$ cat src/common/decode_pkg.sv
package decode_pkg;

	typedef enum logic [4:0] {
		op_rtype,
		op_rotr,
		op_rotrv,
		op_addi,
		op_addiu,
		op_slti,
		op_sltiu,
		op_andi,
		op_ori,
		op_xori,
		op_lui,
		op_mem,
		op_mtc0,
		op_mfc0,
		op_mul,
		op_madd,
		op_maddu,
		op_msub,
		op_msubu,
		op_clo,
		op_clz,
		op_none
	} alu_op_t;

	typedef enum logic [1:0] {
		dst_rd,
		dst_rt,
		dst_ra
	} wb_dst_t;

	typedef enum logic [2:0] {
		br_none,
		br_eq,
		br_ne,
		br_lez,
		br_gtz,
		br_ltz,
		br_gez
	} branch_cond_t;

	typedef struct packed {
		alu_op_t alu_op;
		logic    reg_write;
		wb_dst_t wb_dst;
		logic    is_imm;
		logic    sign_ext;
		logic    mem_to_reg;
		logic    mem_read;
		logic    mem_write;
		logic    is_mfc;
		logic    single_issue;
		logic    reserved;
	} main_ctrl_t;

	typedef struct packed {
		branch_cond_t branch_cond;
		logic         muldiv_en;
		logic         hilo_read;
		logic         hilo_write;
		logic         cp0_read;
		logic         cp0_write;
		logic         eret;
		logic         syscall;
		logic         brk;
	} unit_ctrl_t;

	typedef struct packed {
		logic read_rs;
		logic read_rt;
	} operand_use_t;

	typedef struct packed {
		main_ctrl_t   main;
		unit_ctrl_t   unit;
		operand_use_t opnd;
	} id_ctrl_t;

endpackage

$ cat src/common/mips_isa_pkg.sv
package mips_isa_pkg;

	parameter int INSTR_W    = 32;
	parameter int REG_ADDR_W = 5;

	// ERET is COP0 with CO set and funct 0x18, all other bits zero
	parameter logic [25:0] ERET_WORD = 26'h200_0018;

	typedef enum logic [5:0] {
		opc_special  = 6'h00,
		opc_regimm   = 6'h01,
		opc_j        = 6'h02,
		opc_jal      = 6'h03,
		opc_beq      = 6'h04,
		opc_bne      = 6'h05,
		opc_blez     = 6'h06,
		opc_bgtz     = 6'h07,
		opc_addi     = 6'h08,
		opc_addiu    = 6'h09,
		opc_slti     = 6'h0a,
		opc_sltiu    = 6'h0b,
		opc_andi     = 6'h0c,
		opc_ori      = 6'h0d,
		opc_xori     = 6'h0e,
		opc_lui      = 6'h0f,
		opc_cop0     = 6'h10,
		opc_special2 = 6'h1c,
		opc_lb       = 6'h20,
		opc_lh       = 6'h21,
		opc_lwl      = 6'h22,
		opc_lw       = 6'h23,
		opc_lbu      = 6'h24,
		opc_lhu      = 6'h25,
		opc_lwr      = 6'h26,
		opc_sb       = 6'h28,
		opc_sh       = 6'h29,
		opc_swl      = 6'h2a,
		opc_sw       = 6'h2b,
		opc_swr      = 6'h2e,
		opc_ll       = 6'h30
	} opcode_t;

	typedef enum logic [5:0] {
		fn_sll     = 6'h00,
		fn_srl     = 6'h02,
		fn_sra     = 6'h03,
		fn_sllv    = 6'h04,
		fn_srlv    = 6'h06,
		fn_srav    = 6'h07,
		fn_jr      = 6'h08,
		fn_jalr    = 6'h09,
		fn_movz    = 6'h0a,
		fn_movn    = 6'h0b,
		fn_syscall = 6'h0c,
		fn_break   = 6'h0d,
		fn_mfhi    = 6'h10,
		fn_mthi    = 6'h11,
		fn_mflo    = 6'h12,
		fn_mtlo    = 6'h13,
		fn_mult    = 6'h18,
		fn_multu   = 6'h19,
		fn_div     = 6'h1a,
		fn_divu    = 6'h1b,
		fn_add     = 6'h20,
		fn_addu    = 6'h21,
		fn_sub     = 6'h22,
		fn_subu    = 6'h23,
		fn_and     = 6'h24,
		fn_or      = 6'h25,
		fn_xor     = 6'h26,
		fn_nor     = 6'h27,
		fn_slt     = 6'h2a,
		fn_sltu    = 6'h2b
	} funct_t;

	typedef enum logic [5:0] {
		s2_madd  = 6'h00,
		s2_maddu = 6'h01,
		s2_mul   = 6'h02,
		s2_msub  = 6'h04,
		s2_msubu = 6'h05,
		s2_clz   = 6'h20,
		s2_clo   = 6'h21
	} special2_funct_t;

	typedef enum logic [4:0] {
		ri_bltz   = 5'h00,
		ri_bgez   = 5'h01,
		ri_bltzal = 5'h10,
		ri_bgezal = 5'h11
	} regimm_rt_t;

	typedef enum logic [4:0] {
		c0_mfc0 = 5'h00,
		c0_mtc0 = 5'h04,
		c0_co   = 5'h10
	} cop0_rs_t;

	// raw fields, compared against the enums above
	typedef struct packed {
		logic [5:0]            op;
		logic [REG_ADDR_W-1:0] rs;
		logic [REG_ADDR_W-1:0] rt;
		logic [REG_ADDR_W-1:0] rd;
		logic [4:0]            shamt;
		logic [5:0]            funct;
	} instr_fields_t;

endpackage
$ cat src/logic/id_stage.sv
`timescale 1ns/1ps

module id_stage
	import mips_isa_pkg::*, decode_pkg::*;
#(
	parameter int PC_W = 32
) (
	input  logic               clk,
	input  logic               rst,
	input  logic               in_valid,
	output logic               in_ready,
	input  logic [INSTR_W-1:0] instr,
	input  logic [PC_W-1:0]    pc,
	output logic               out_valid,
	input  logic               out_ready,
	output id_ctrl_t           ctrl,
	output logic [PC_W-1:0]    out_pc
);

	instr_fields_t fields;
	main_ctrl_t    main_c;
	unit_ctrl_t    unit_c;
	operand_use_t  opnd_c;
	id_ctrl_t      ctrl_d;

	assign fields = instr;

	main_ctrl_dec main_ctrl_dec_i (
		.fields(fields),
		.ctrl  (main_c)
	);

	unit_ctrl_dec unit_ctrl_dec_i (
		.fields(fields),
		.ctrl  (unit_c)
	);

	operand_use_dec operand_use_dec_i (
		.fields  (fields),
		.opnd_use(opnd_c)
	);

	assign ctrl_d.main = main_c;
	assign ctrl_d.unit = unit_c;
	assign ctrl_d.opnd = opnd_c;

	id_pipe_reg #(
		.PC_W(PC_W)
	) id_pipe_reg_i (
		.clk      (clk),
		.rst      (rst),
		.in_valid (in_valid),
		.in_ready (in_ready),
		.ctrl_in  (ctrl_d),
		.pc_in    (pc),
		.out_valid(out_valid),
		.out_ready(out_ready),
		.ctrl_out (ctrl),
		.pc_out   (out_pc)
	);

endmodule

$ cat src/logic/id_pipe_reg.sv
`timescale 1ns/1ps

module id_pipe_reg
	import decode_pkg::*;
#(
	parameter int PC_W = 32
) (
	input  logic            clk,
	input  logic            rst,
	input  logic            in_valid,
	output logic            in_ready,
	input  id_ctrl_t        ctrl_in,
	input  logic [PC_W-1:0] pc_in,
	output logic            out_valid,
	input  logic            out_ready,
	output id_ctrl_t        ctrl_out,
	output logic [PC_W-1:0] pc_out
);

	// empty, or the held entry leaves this cycle
	assign in_ready = !out_valid || out_ready;

	always_ff @(posedge clk) begin
		if (rst)
			out_valid <= 1'b0;
		else if (in_ready)
			out_valid <= in_valid;
	end

	always_ff @(posedge clk) begin
		if (in_valid && in_ready) begin
			ctrl_out <= ctrl_in;
			pc_out <= pc_in;
		end
	end

endmodule

$ cat src/decode/operand_use_dec.sv
`timescale 1ns/1ps

module operand_use_dec
	import mips_isa_pkg::*, decode_pkg::*;
(
	input  instr_fields_t fields,
	output operand_use_t  opnd_use
);

	always_comb begin
		opnd_use = '0;
		case (fields.op)
			opc_special: begin
				case (fields.funct)
					fn_add, fn_addu, fn_sub, fn_subu, fn_slt, fn_sltu,
					fn_and, fn_or, fn_xor, fn_nor,
					fn_sllv, fn_srav, fn_srlv, fn_movn, fn_movz,
					fn_mult, fn_multu, fn_div, fn_divu: begin
						opnd_use.read_rs = 1'b1;
						opnd_use.read_rt = 1'b1;
					end
					// fixed shifts, rotr included
					fn_sll, fn_srl, fn_sra: opnd_use.read_rt = 1'b1;
					fn_jr, fn_jalr, fn_mthi, fn_mtlo: opnd_use.read_rs = 1'b1;
					default: opnd_use = '0;
				endcase
			end
			opc_beq, opc_bne, opc_sw, opc_sb, opc_sh, opc_swl, opc_swr: begin
				opnd_use.read_rs = 1'b1;
				opnd_use.read_rt = 1'b1;
			end
			opc_addi, opc_addiu, opc_slti, opc_sltiu, opc_andi, opc_ori, opc_xori,
			opc_lw, opc_lb, opc_lbu, opc_lh, opc_lhu, opc_lwl, opc_lwr, opc_ll,
			opc_blez, opc_bgtz: begin
				opnd_use.read_rs = 1'b1;
			end
			opc_regimm: begin
				opnd_use.read_rs = fields.rt inside {ri_bltz, ri_bgez, ri_bltzal, ri_bgezal};
			end
			opc_cop0: begin
				opnd_use.read_rt = (fields.rs == c0_mtc0);
			end
			opc_special2: begin
				case (fields.funct)
					s2_mul, s2_madd, s2_maddu, s2_msub, s2_msubu: begin
						opnd_use.read_rs = 1'b1;
						opnd_use.read_rt = 1'b1;
					end
					s2_clo, s2_clz: opnd_use.read_rs = 1'b1;
					default: opnd_use = '0;
				endcase
			end
			// lui, j, jal and reserved read nothing
			default: opnd_use = '0;
		endcase
	end

endmodule

$ cat src/decode/unit_ctrl_dec.sv
`timescale 1ns/1ps

module unit_ctrl_dec
	import mips_isa_pkg::*, decode_pkg::*;
(
	input  instr_fields_t fields,
	output unit_ctrl_t    ctrl
);

	logic [25:0] tail;
	logic        is_special;
	logic        is_special2;
	logic        is_cop0;
	logic        is_madd_form;

	assign tail = {fields.rs, fields.rt, fields.rd, fields.shamt, fields.funct};
	assign is_special = (fields.op == opc_special);
	assign is_special2 = (fields.op == opc_special2);
	assign is_cop0 = (fields.op == opc_cop0);
	// accumulate forms both read and write hi/lo
	assign is_madd_form = is_special2 &&
		(fields.funct inside {s2_madd, s2_maddu, s2_msub, s2_msubu});

	always_comb begin
		ctrl = '0;
		case (fields.op)
			opc_beq:  ctrl.branch_cond = br_eq;
			opc_bne:  ctrl.branch_cond = br_ne;
			opc_blez: ctrl.branch_cond = br_lez;
			opc_bgtz: ctrl.branch_cond = br_gtz;
			opc_regimm: begin
				case (fields.rt)
					ri_bltz, ri_bltzal: ctrl.branch_cond = br_ltz;
					ri_bgez, ri_bgezal: ctrl.branch_cond = br_gez;
					default:            ctrl.branch_cond = br_none;
				endcase
			end
			default: ctrl.branch_cond = br_none;
		endcase

		if (is_special)
			ctrl.muldiv_en = fields.funct inside {fn_mult, fn_multu, fn_div, fn_divu};
		else if (is_special2)
			ctrl.muldiv_en = (fields.funct == s2_mul) || is_madd_form;

		ctrl.hilo_read = is_madd_form ||
			(is_special && (fields.funct inside {fn_mfhi, fn_mflo}));
		ctrl.hilo_write = is_madd_form ||
			(is_special && (fields.funct inside {fn_mthi, fn_mtlo}));

		ctrl.cp0_write = is_cop0 && (fields.rs == c0_mtc0);
		ctrl.cp0_read = is_cop0 && (fields.rs == c0_mfc0);
		ctrl.eret = is_cop0 && (tail == ERET_WORD);

		ctrl.syscall = is_special && (fields.funct == fn_syscall);
		ctrl.brk = is_special && (fields.funct == fn_break);
	end

endmodule

$ cat src/decode/main_ctrl_dec.sv
`timescale 1ns/1ps

module main_ctrl_dec
	import mips_isa_pkg::*, decode_pkg::*;
(
	input  instr_fields_t fields,
	output main_ctrl_t    ctrl
);

	logic [25:0] tail;

	assign tail = {fields.rs, fields.rt, fields.rd, fields.shamt, fields.funct};

	always_comb begin
		ctrl = '0;
		ctrl.alu_op = op_none;
		ctrl.wb_dst = dst_rd;
		// logical immediates and lui zero-extend
		ctrl.sign_ext = !(fields.op inside {opc_andi, opc_ori, opc_xori, opc_lui});

		case (fields.op)
			opc_special: begin
				ctrl.alu_op = op_rtype;
				case (fields.funct)
					fn_add, fn_addu, fn_sub, fn_subu, fn_slt, fn_sltu,
					fn_and, fn_or, fn_xor, fn_nor,
					fn_sll, fn_sra, fn_sllv, fn_srav,
					fn_movn, fn_movz, fn_mfhi, fn_mflo, fn_jalr: begin
						ctrl.reg_write = 1'b1;
					end
					fn_srl: begin
						ctrl.reg_write = 1'b1;
						if (fields.rs[0])
							ctrl.alu_op = op_rotr;
					end
					fn_srlv: begin
						ctrl.reg_write = 1'b1;
						if (fields.shamt[0])
							ctrl.alu_op = op_rotrv;
					end
					// no gpr write, handled by other units
					fn_jr, fn_mult, fn_multu, fn_div, fn_divu,
					fn_mthi, fn_mtlo, fn_syscall, fn_break: begin
						ctrl.reg_write = 1'b0;
					end
					default: begin
						ctrl.alu_op = op_none;
						ctrl.reserved = 1'b1;
					end
				endcase
			end
			opc_addi, opc_addiu, opc_slti, opc_sltiu,
			opc_andi, opc_ori, opc_xori, opc_lui: begin
				ctrl.reg_write = 1'b1;
				ctrl.wb_dst = dst_rt;
				ctrl.is_imm = 1'b1;
				case (fields.op)
					opc_addi:  ctrl.alu_op = op_addi;
					opc_addiu: ctrl.alu_op = op_addiu;
					opc_slti:  ctrl.alu_op = op_slti;
					opc_sltiu: ctrl.alu_op = op_sltiu;
					opc_andi:  ctrl.alu_op = op_andi;
					opc_ori:   ctrl.alu_op = op_ori;
					opc_xori:  ctrl.alu_op = op_xori;
					default:   ctrl.alu_op = op_lui;
				endcase
			end
			opc_lw, opc_lb, opc_lbu, opc_lh, opc_lhu, opc_lwl, opc_lwr, opc_ll: begin
				ctrl.alu_op = op_mem;
				ctrl.reg_write = 1'b1;
				ctrl.wb_dst = dst_rt;
				ctrl.is_imm = 1'b1;
				ctrl.mem_read = 1'b1;
				ctrl.mem_to_reg = 1'b1;
				ctrl.single_issue = 1'b1;
			end
			opc_sw, opc_sb, opc_sh, opc_swl, opc_swr: begin
				ctrl.alu_op = op_mem;
				ctrl.is_imm = 1'b1;
				ctrl.mem_write = 1'b1;
				ctrl.single_issue = 1'b1;
			end
			opc_beq, opc_bne, opc_blez, opc_bgtz, opc_j: begin
				ctrl.reg_write = 1'b0;
			end
			opc_jal: begin
				ctrl.reg_write = 1'b1;
				ctrl.wb_dst = dst_ra;
			end
			opc_regimm: begin
				case (fields.rt)
					ri_bltzal, ri_bgezal: begin
						ctrl.reg_write = 1'b1;
						ctrl.wb_dst = dst_ra;
					end
					ri_bltz, ri_bgez: begin
						ctrl.reg_write = 1'b0;
					end
					default: ctrl.reserved = 1'b1;
				endcase
			end
			opc_cop0: begin
				ctrl.single_issue = 1'b1;
				case (fields.rs)
					c0_mtc0: ctrl.alu_op = op_mtc0;
					c0_mfc0: begin
						ctrl.alu_op = op_mfc0;
						ctrl.reg_write = 1'b1;
						ctrl.wb_dst = dst_rt;
						ctrl.is_mfc = 1'b1;
					end
					// only eret is legal here
					default: ctrl.reserved = (tail != ERET_WORD);
				endcase
			end
			opc_special2: begin
				case (fields.funct)
					s2_mul: begin
						ctrl.alu_op = op_mul;
						ctrl.reg_write = 1'b1;
					end
					s2_clo: begin
						ctrl.alu_op = op_clo;
						ctrl.reg_write = 1'b1;
					end
					s2_clz: begin
						ctrl.alu_op = op_clz;
						ctrl.reg_write = 1'b1;
					end
					s2_madd:  ctrl.alu_op = op_madd;
					s2_maddu: ctrl.alu_op = op_maddu;
					s2_msub:  ctrl.alu_op = op_msub;
					s2_msubu: ctrl.alu_op = op_msubu;
					default:  ctrl.reserved = 1'b1;
				endcase
			end
			default: ctrl.reserved = 1'b1;
		endcase
	end

endmodule

$ cat config.mk
export PLATFORM = sky130hd
export DESIGN_NAME = id_stage
export DESIGN_NICKNAME = d
export VERILOG_FILES = /design/src/common/decode_pkg.sv /design/src/common/mips_isa_pkg.sv /design/src/logic/id_stage.sv /design/src/logic/id_pipe_reg.sv /design/src/decode/operand_use_dec.sv /design/src/decode/unit_ctrl_dec.sv /design/src/decode/main_ctrl_dec.sv
export SDC_FILE = /design/constraint.sdc
export NUM_CORES = 1
export LEC_CHECK = 0
export ABC_AREA = 0
export BUFFER_PORTS_ARGS = -buffer_cell sky130_fd_sc_hd__buf_2
export CAP_MARGIN = 30
export CORE_MARGIN = 1.5
export CORE_UTILIZATION = 53
export CTS_BUF_LIST = sky130_fd_sc_hd__clkbuf_4 sky130_fd_sc_hd__clkbuf_8
export CTS_CLUSTER_DIAMETER = 30
export DETAILED_ROUTE_END_ITERATION = 8
export PLACE_DENSITY = 0.88
export SLEW_MARGIN = 10
export SYNTH_ARGS = -nofsm -noshare
export SYNTH_HDL_FRONTEND = slang
export SYNTH_SLANG_ARGS = --single-unit
$ cat constraint.sdc
create_clock -name clk -period 4.8 [get_ports clk]
set_input_delay 0.72 -clock clk [delete_from_list [all_inputs] [get_ports clk]]
set_output_delay 0.72 -clock clk [all_outputs]
set_load 0.03 [all_outputs]
==> flow_metrics.env <==
export IMPL_max_freq_mhz=449
export IMPL_synth_edf_count=60
export IMPL_power_density_nw_per_um2=330
export IMPL_crit_type="primary input to register"
export IMPL_cts_root_buf="clkbuf_8"
export IMPL_endpoint_kind="register"
export IMPL_die_x_um=79.0
export IMPL_avgSynthCellArea_um2=11.0
export IMPL_core_um2=5540
export IMPL_layout_common_cells="buf_2, edfxtp_1, nor2_1, a21oi_1, nand2_1"
export IMPL_first_pass_iters=5
export IMPL_drt_wl_total_um=7460
export IMPL_syn_num_nets=345
export IMPL_final_fill_count=433
export IMPL_ctsHoldBuffers=0
export IMPL_drive_gt1_share_pct=38.8
export IMPL_die_area_um2=6240
export IMPL_worst_pin_slew_ps=983
export IMPL_grt_pass1_wl_um=11500
export IMPL_ir_drop_mv=0.159
export IMPL_cts_tree="built"
export IMPL_netlist_area_um2=3060
export IMPL_n_antenna_cell=0
export IMPL_clock_latency_ps=330
export IMPL_port_buffers=130
export IMPL_rows=27
export IMPL_ant_nets=0
export IMPL_vias=2679
export IMPL_yosys_area_top_type="edfxtp_1"
export IMPL_synth_top_area_share_pct=58.9
export IMPL_cts_sinks=61
export IMPL_drt_first_iter_violations=279
export IMPL_synth_main_ff_cell="edfxtp_1"
export IMPL_fin_setup_tns_ps=0
export IMPL_slew_viol_final=0
export IMPL_overflow=0
export IMPL_final_net_count=463
export IMPL_clockBufferDepth=2
export IMPL_die_y_um=79.0
export IMPL_max_slew_margin_pct=33.9
export IMPL_pwr_share_seq_pct=49.0
export IMPL_required_ps=4870
export IMPL_grt_pass1_vias=2331
export IMPL_worstRegToRegCells=3
export IMPL_htree_num_levels=3
export IMPL_drc=0
export IMPL_areaGrowthSynthToFinish_pct=27.2
export IMPL_r2r_end="id_pipe_reg_i.pc_out[18]"
export IMPL_p_leak_nw=1.58
export IMPL_grt_max_degree=32
export IMPL_gr_usage_all_layers_pct=24.7
export IMPL_cts_resized=0
export IMPL_timing_final_crit_share_pct=46.4
export IMPL_cts_setup_buffers=0
export IMPL_wl_per_cell_um=15.8
export IMPL_viasPerCell=5.68
export IMPL_dp_final_hpwl_um=5530
export IMPL_seq_area_frac_synth_pct=59.6
export IMPL_hold_viol_final=0
export IMPL_min_path_type="register to register"
export IMPL_power_switching_mw=0.354
export IMPL_min_period_ps=2230
export IMPL_clk_pin_slew_ps=60
export IMPL_p_sw_share_pct=27.6
export IMPL_final_core_util_pct=70.2
export IMPL_final_common_cell="buf_2"
export IMPL_r2r_start="id_pipe_reg_i.out_valid"
export IMPL_rsz0062_at_grt="false"
export IMPL_io_pins=131
export IMPL_place_gp_congestion=0.956
export IMPL_yosys_warnings=0
export IMPL_start_util_pct=55.2
export IMPL_ys_ff_latch=61
export IMPL_syn_inst=277
export IMPL_combPwrFrac_pct=17.8
export IMPL_clkPwrFrac_pct=33.1
export IMPL_path_max_fanout=4
export IMPL_setup_viol=0
export IMPL_ys_types=60
export IMPL_arrival_ps=2300
export IMPL_startpoint="instr[17]"
export IMPL_status="finished, final reports clean"
export IMPL_synth_area_leaders="edfxtp_1, a21oi_1, nor2_1, nand2_1, nor3_1"
export IMPL_cts_inserted_buffers=9
export IMPL_whs_ps=522
export IMPL_drv_cap=0
export IMPL_skew_ps=5.78
export IMPL_rrSetupSlack_ps=3000
export IMPL_cp_endpoint="id_pipe_reg_i.ctrl_out[13]"
export IMPL_ys_async_sr_fraction_pct=0
export IMPL_antenna_found_initial=0
export IMPL_p_int_mw=0.929
export IMPL_start_kind="primary input"
## flip-flops by register name, indices dropped and copies added (netlist names)
register / count
id_pipe_reg_i.ctrl_out: 28
id_pipe_reg_i.out_valid: 1
id_pipe_reg_i.pc_out: 32
## metrics by stage
stage	power, mW	setup WS [ps]	instance area [um2]	std cells
2_1_floorplan	0.795	1860	3060	277
3_3_place_gp	0.863	2360	3700	456
3_5_place_dp	0.868	2270	3700	456
4_1_cts	1.29	2640	3890	472
5_1_grt	1.34	2540	3890	472
6_report	1.28	2570	3890	472
## cell families after synthesis
logic type / count (synthesis) / share of synthesized area (%)
xor gates and xnor gates: 3 / 0.859
muxes: 2 / 0.654
adders and majority gates: 1 / 0.327
DFF: 61 / 59.6
AOI/OAI and AO/OA: 71 / 15.3
buffers and inverters: 31 / 4.38
and+or+nand+nor: 108 / 19.0
## layer usage
metal  up-vias  track usage [%]  share of wire [%]
met1      1209             31.9                 39
met4         0             10.4                1.8
met2       167             38.5                 48
met3        10             7.93                 11
li1       1293                -                  -
met5         -                0                  0
## power by group through the flow
stage / Combinational [mW] / Sequential, mW / Clock, mW
after detailed placement: 0.227 / 0.641 / 0
after floorplan: 0.0868 / 0.708 / 0
final: 0.229 / 0.629 / 0.425
after global routing: 0.246 / 0.632 / 0.460
after global placement: 0.223 / 0.640 / 0
after CTS: 0.228 / 0.630 / 0.437
## critical path, cell delays in order
cell     delay (ps)
buf_2           110
nor3_1          530
nand4_1         180
or4_1           450
a211o_1         310
## cell type report
class,count,area (um2),share of cell area (%)
timing repair buffer,131,658,16.9
tap,72,90.1,2.32
clock inverter,7,66.3,1.70
clock buffer,9,124,3.18
sequential,61,1820,46.8
inverter,7,26.3,0.675
multi-input combinational,185,1100,28.4
## worst min-delay path by stage
stage / start / endpoint / cells past startpoint
floorplan: rst / id_pipe_reg_i.out_valid / 1
global placement: id_pipe_reg_i.out_valid / id_pipe_reg_i.out_valid / 2
detailed placement: id_pipe_reg_i.out_valid / id_pipe_reg_i.out_valid / 2
CTS: id_pipe_reg_i.out_valid / id_pipe_reg_i.out_valid / 2
global route: rst / id_pipe_reg_i.out_valid / 2
finish: id_pipe_reg_i.out_valid / id_pipe_reg_i.out_valid / 2
## synthesized netlist by cell type, types with 3 or more instances
| library cell | number |
|---|---|
| edfxtp_1 | 60 |
| nor2_1 | 28 |
| a21oi_1 | 21 |
| nand2_1 | 19 |
| nor3_1 | 12 |
| buf_2 | 11 |
| clkbuf_1 | 9 |
| nand3_1 | 9 |
| o21ai_1 | 8 |
| o21ai_0 | 7 |
| nor2b_1 | 6 |
| inv_1 | 5 |
| nor4_1 | 5 |
| nand2b_1 | 4 |
| o22ai_1 | 4 |
| a211o_1 | 3 |
| a21o_1 | 3 |
| buf_1 | 3 |
| nor3b_1 | 3 |
| o21a_1 | 3 |
(Power assumes the default switching activity.)
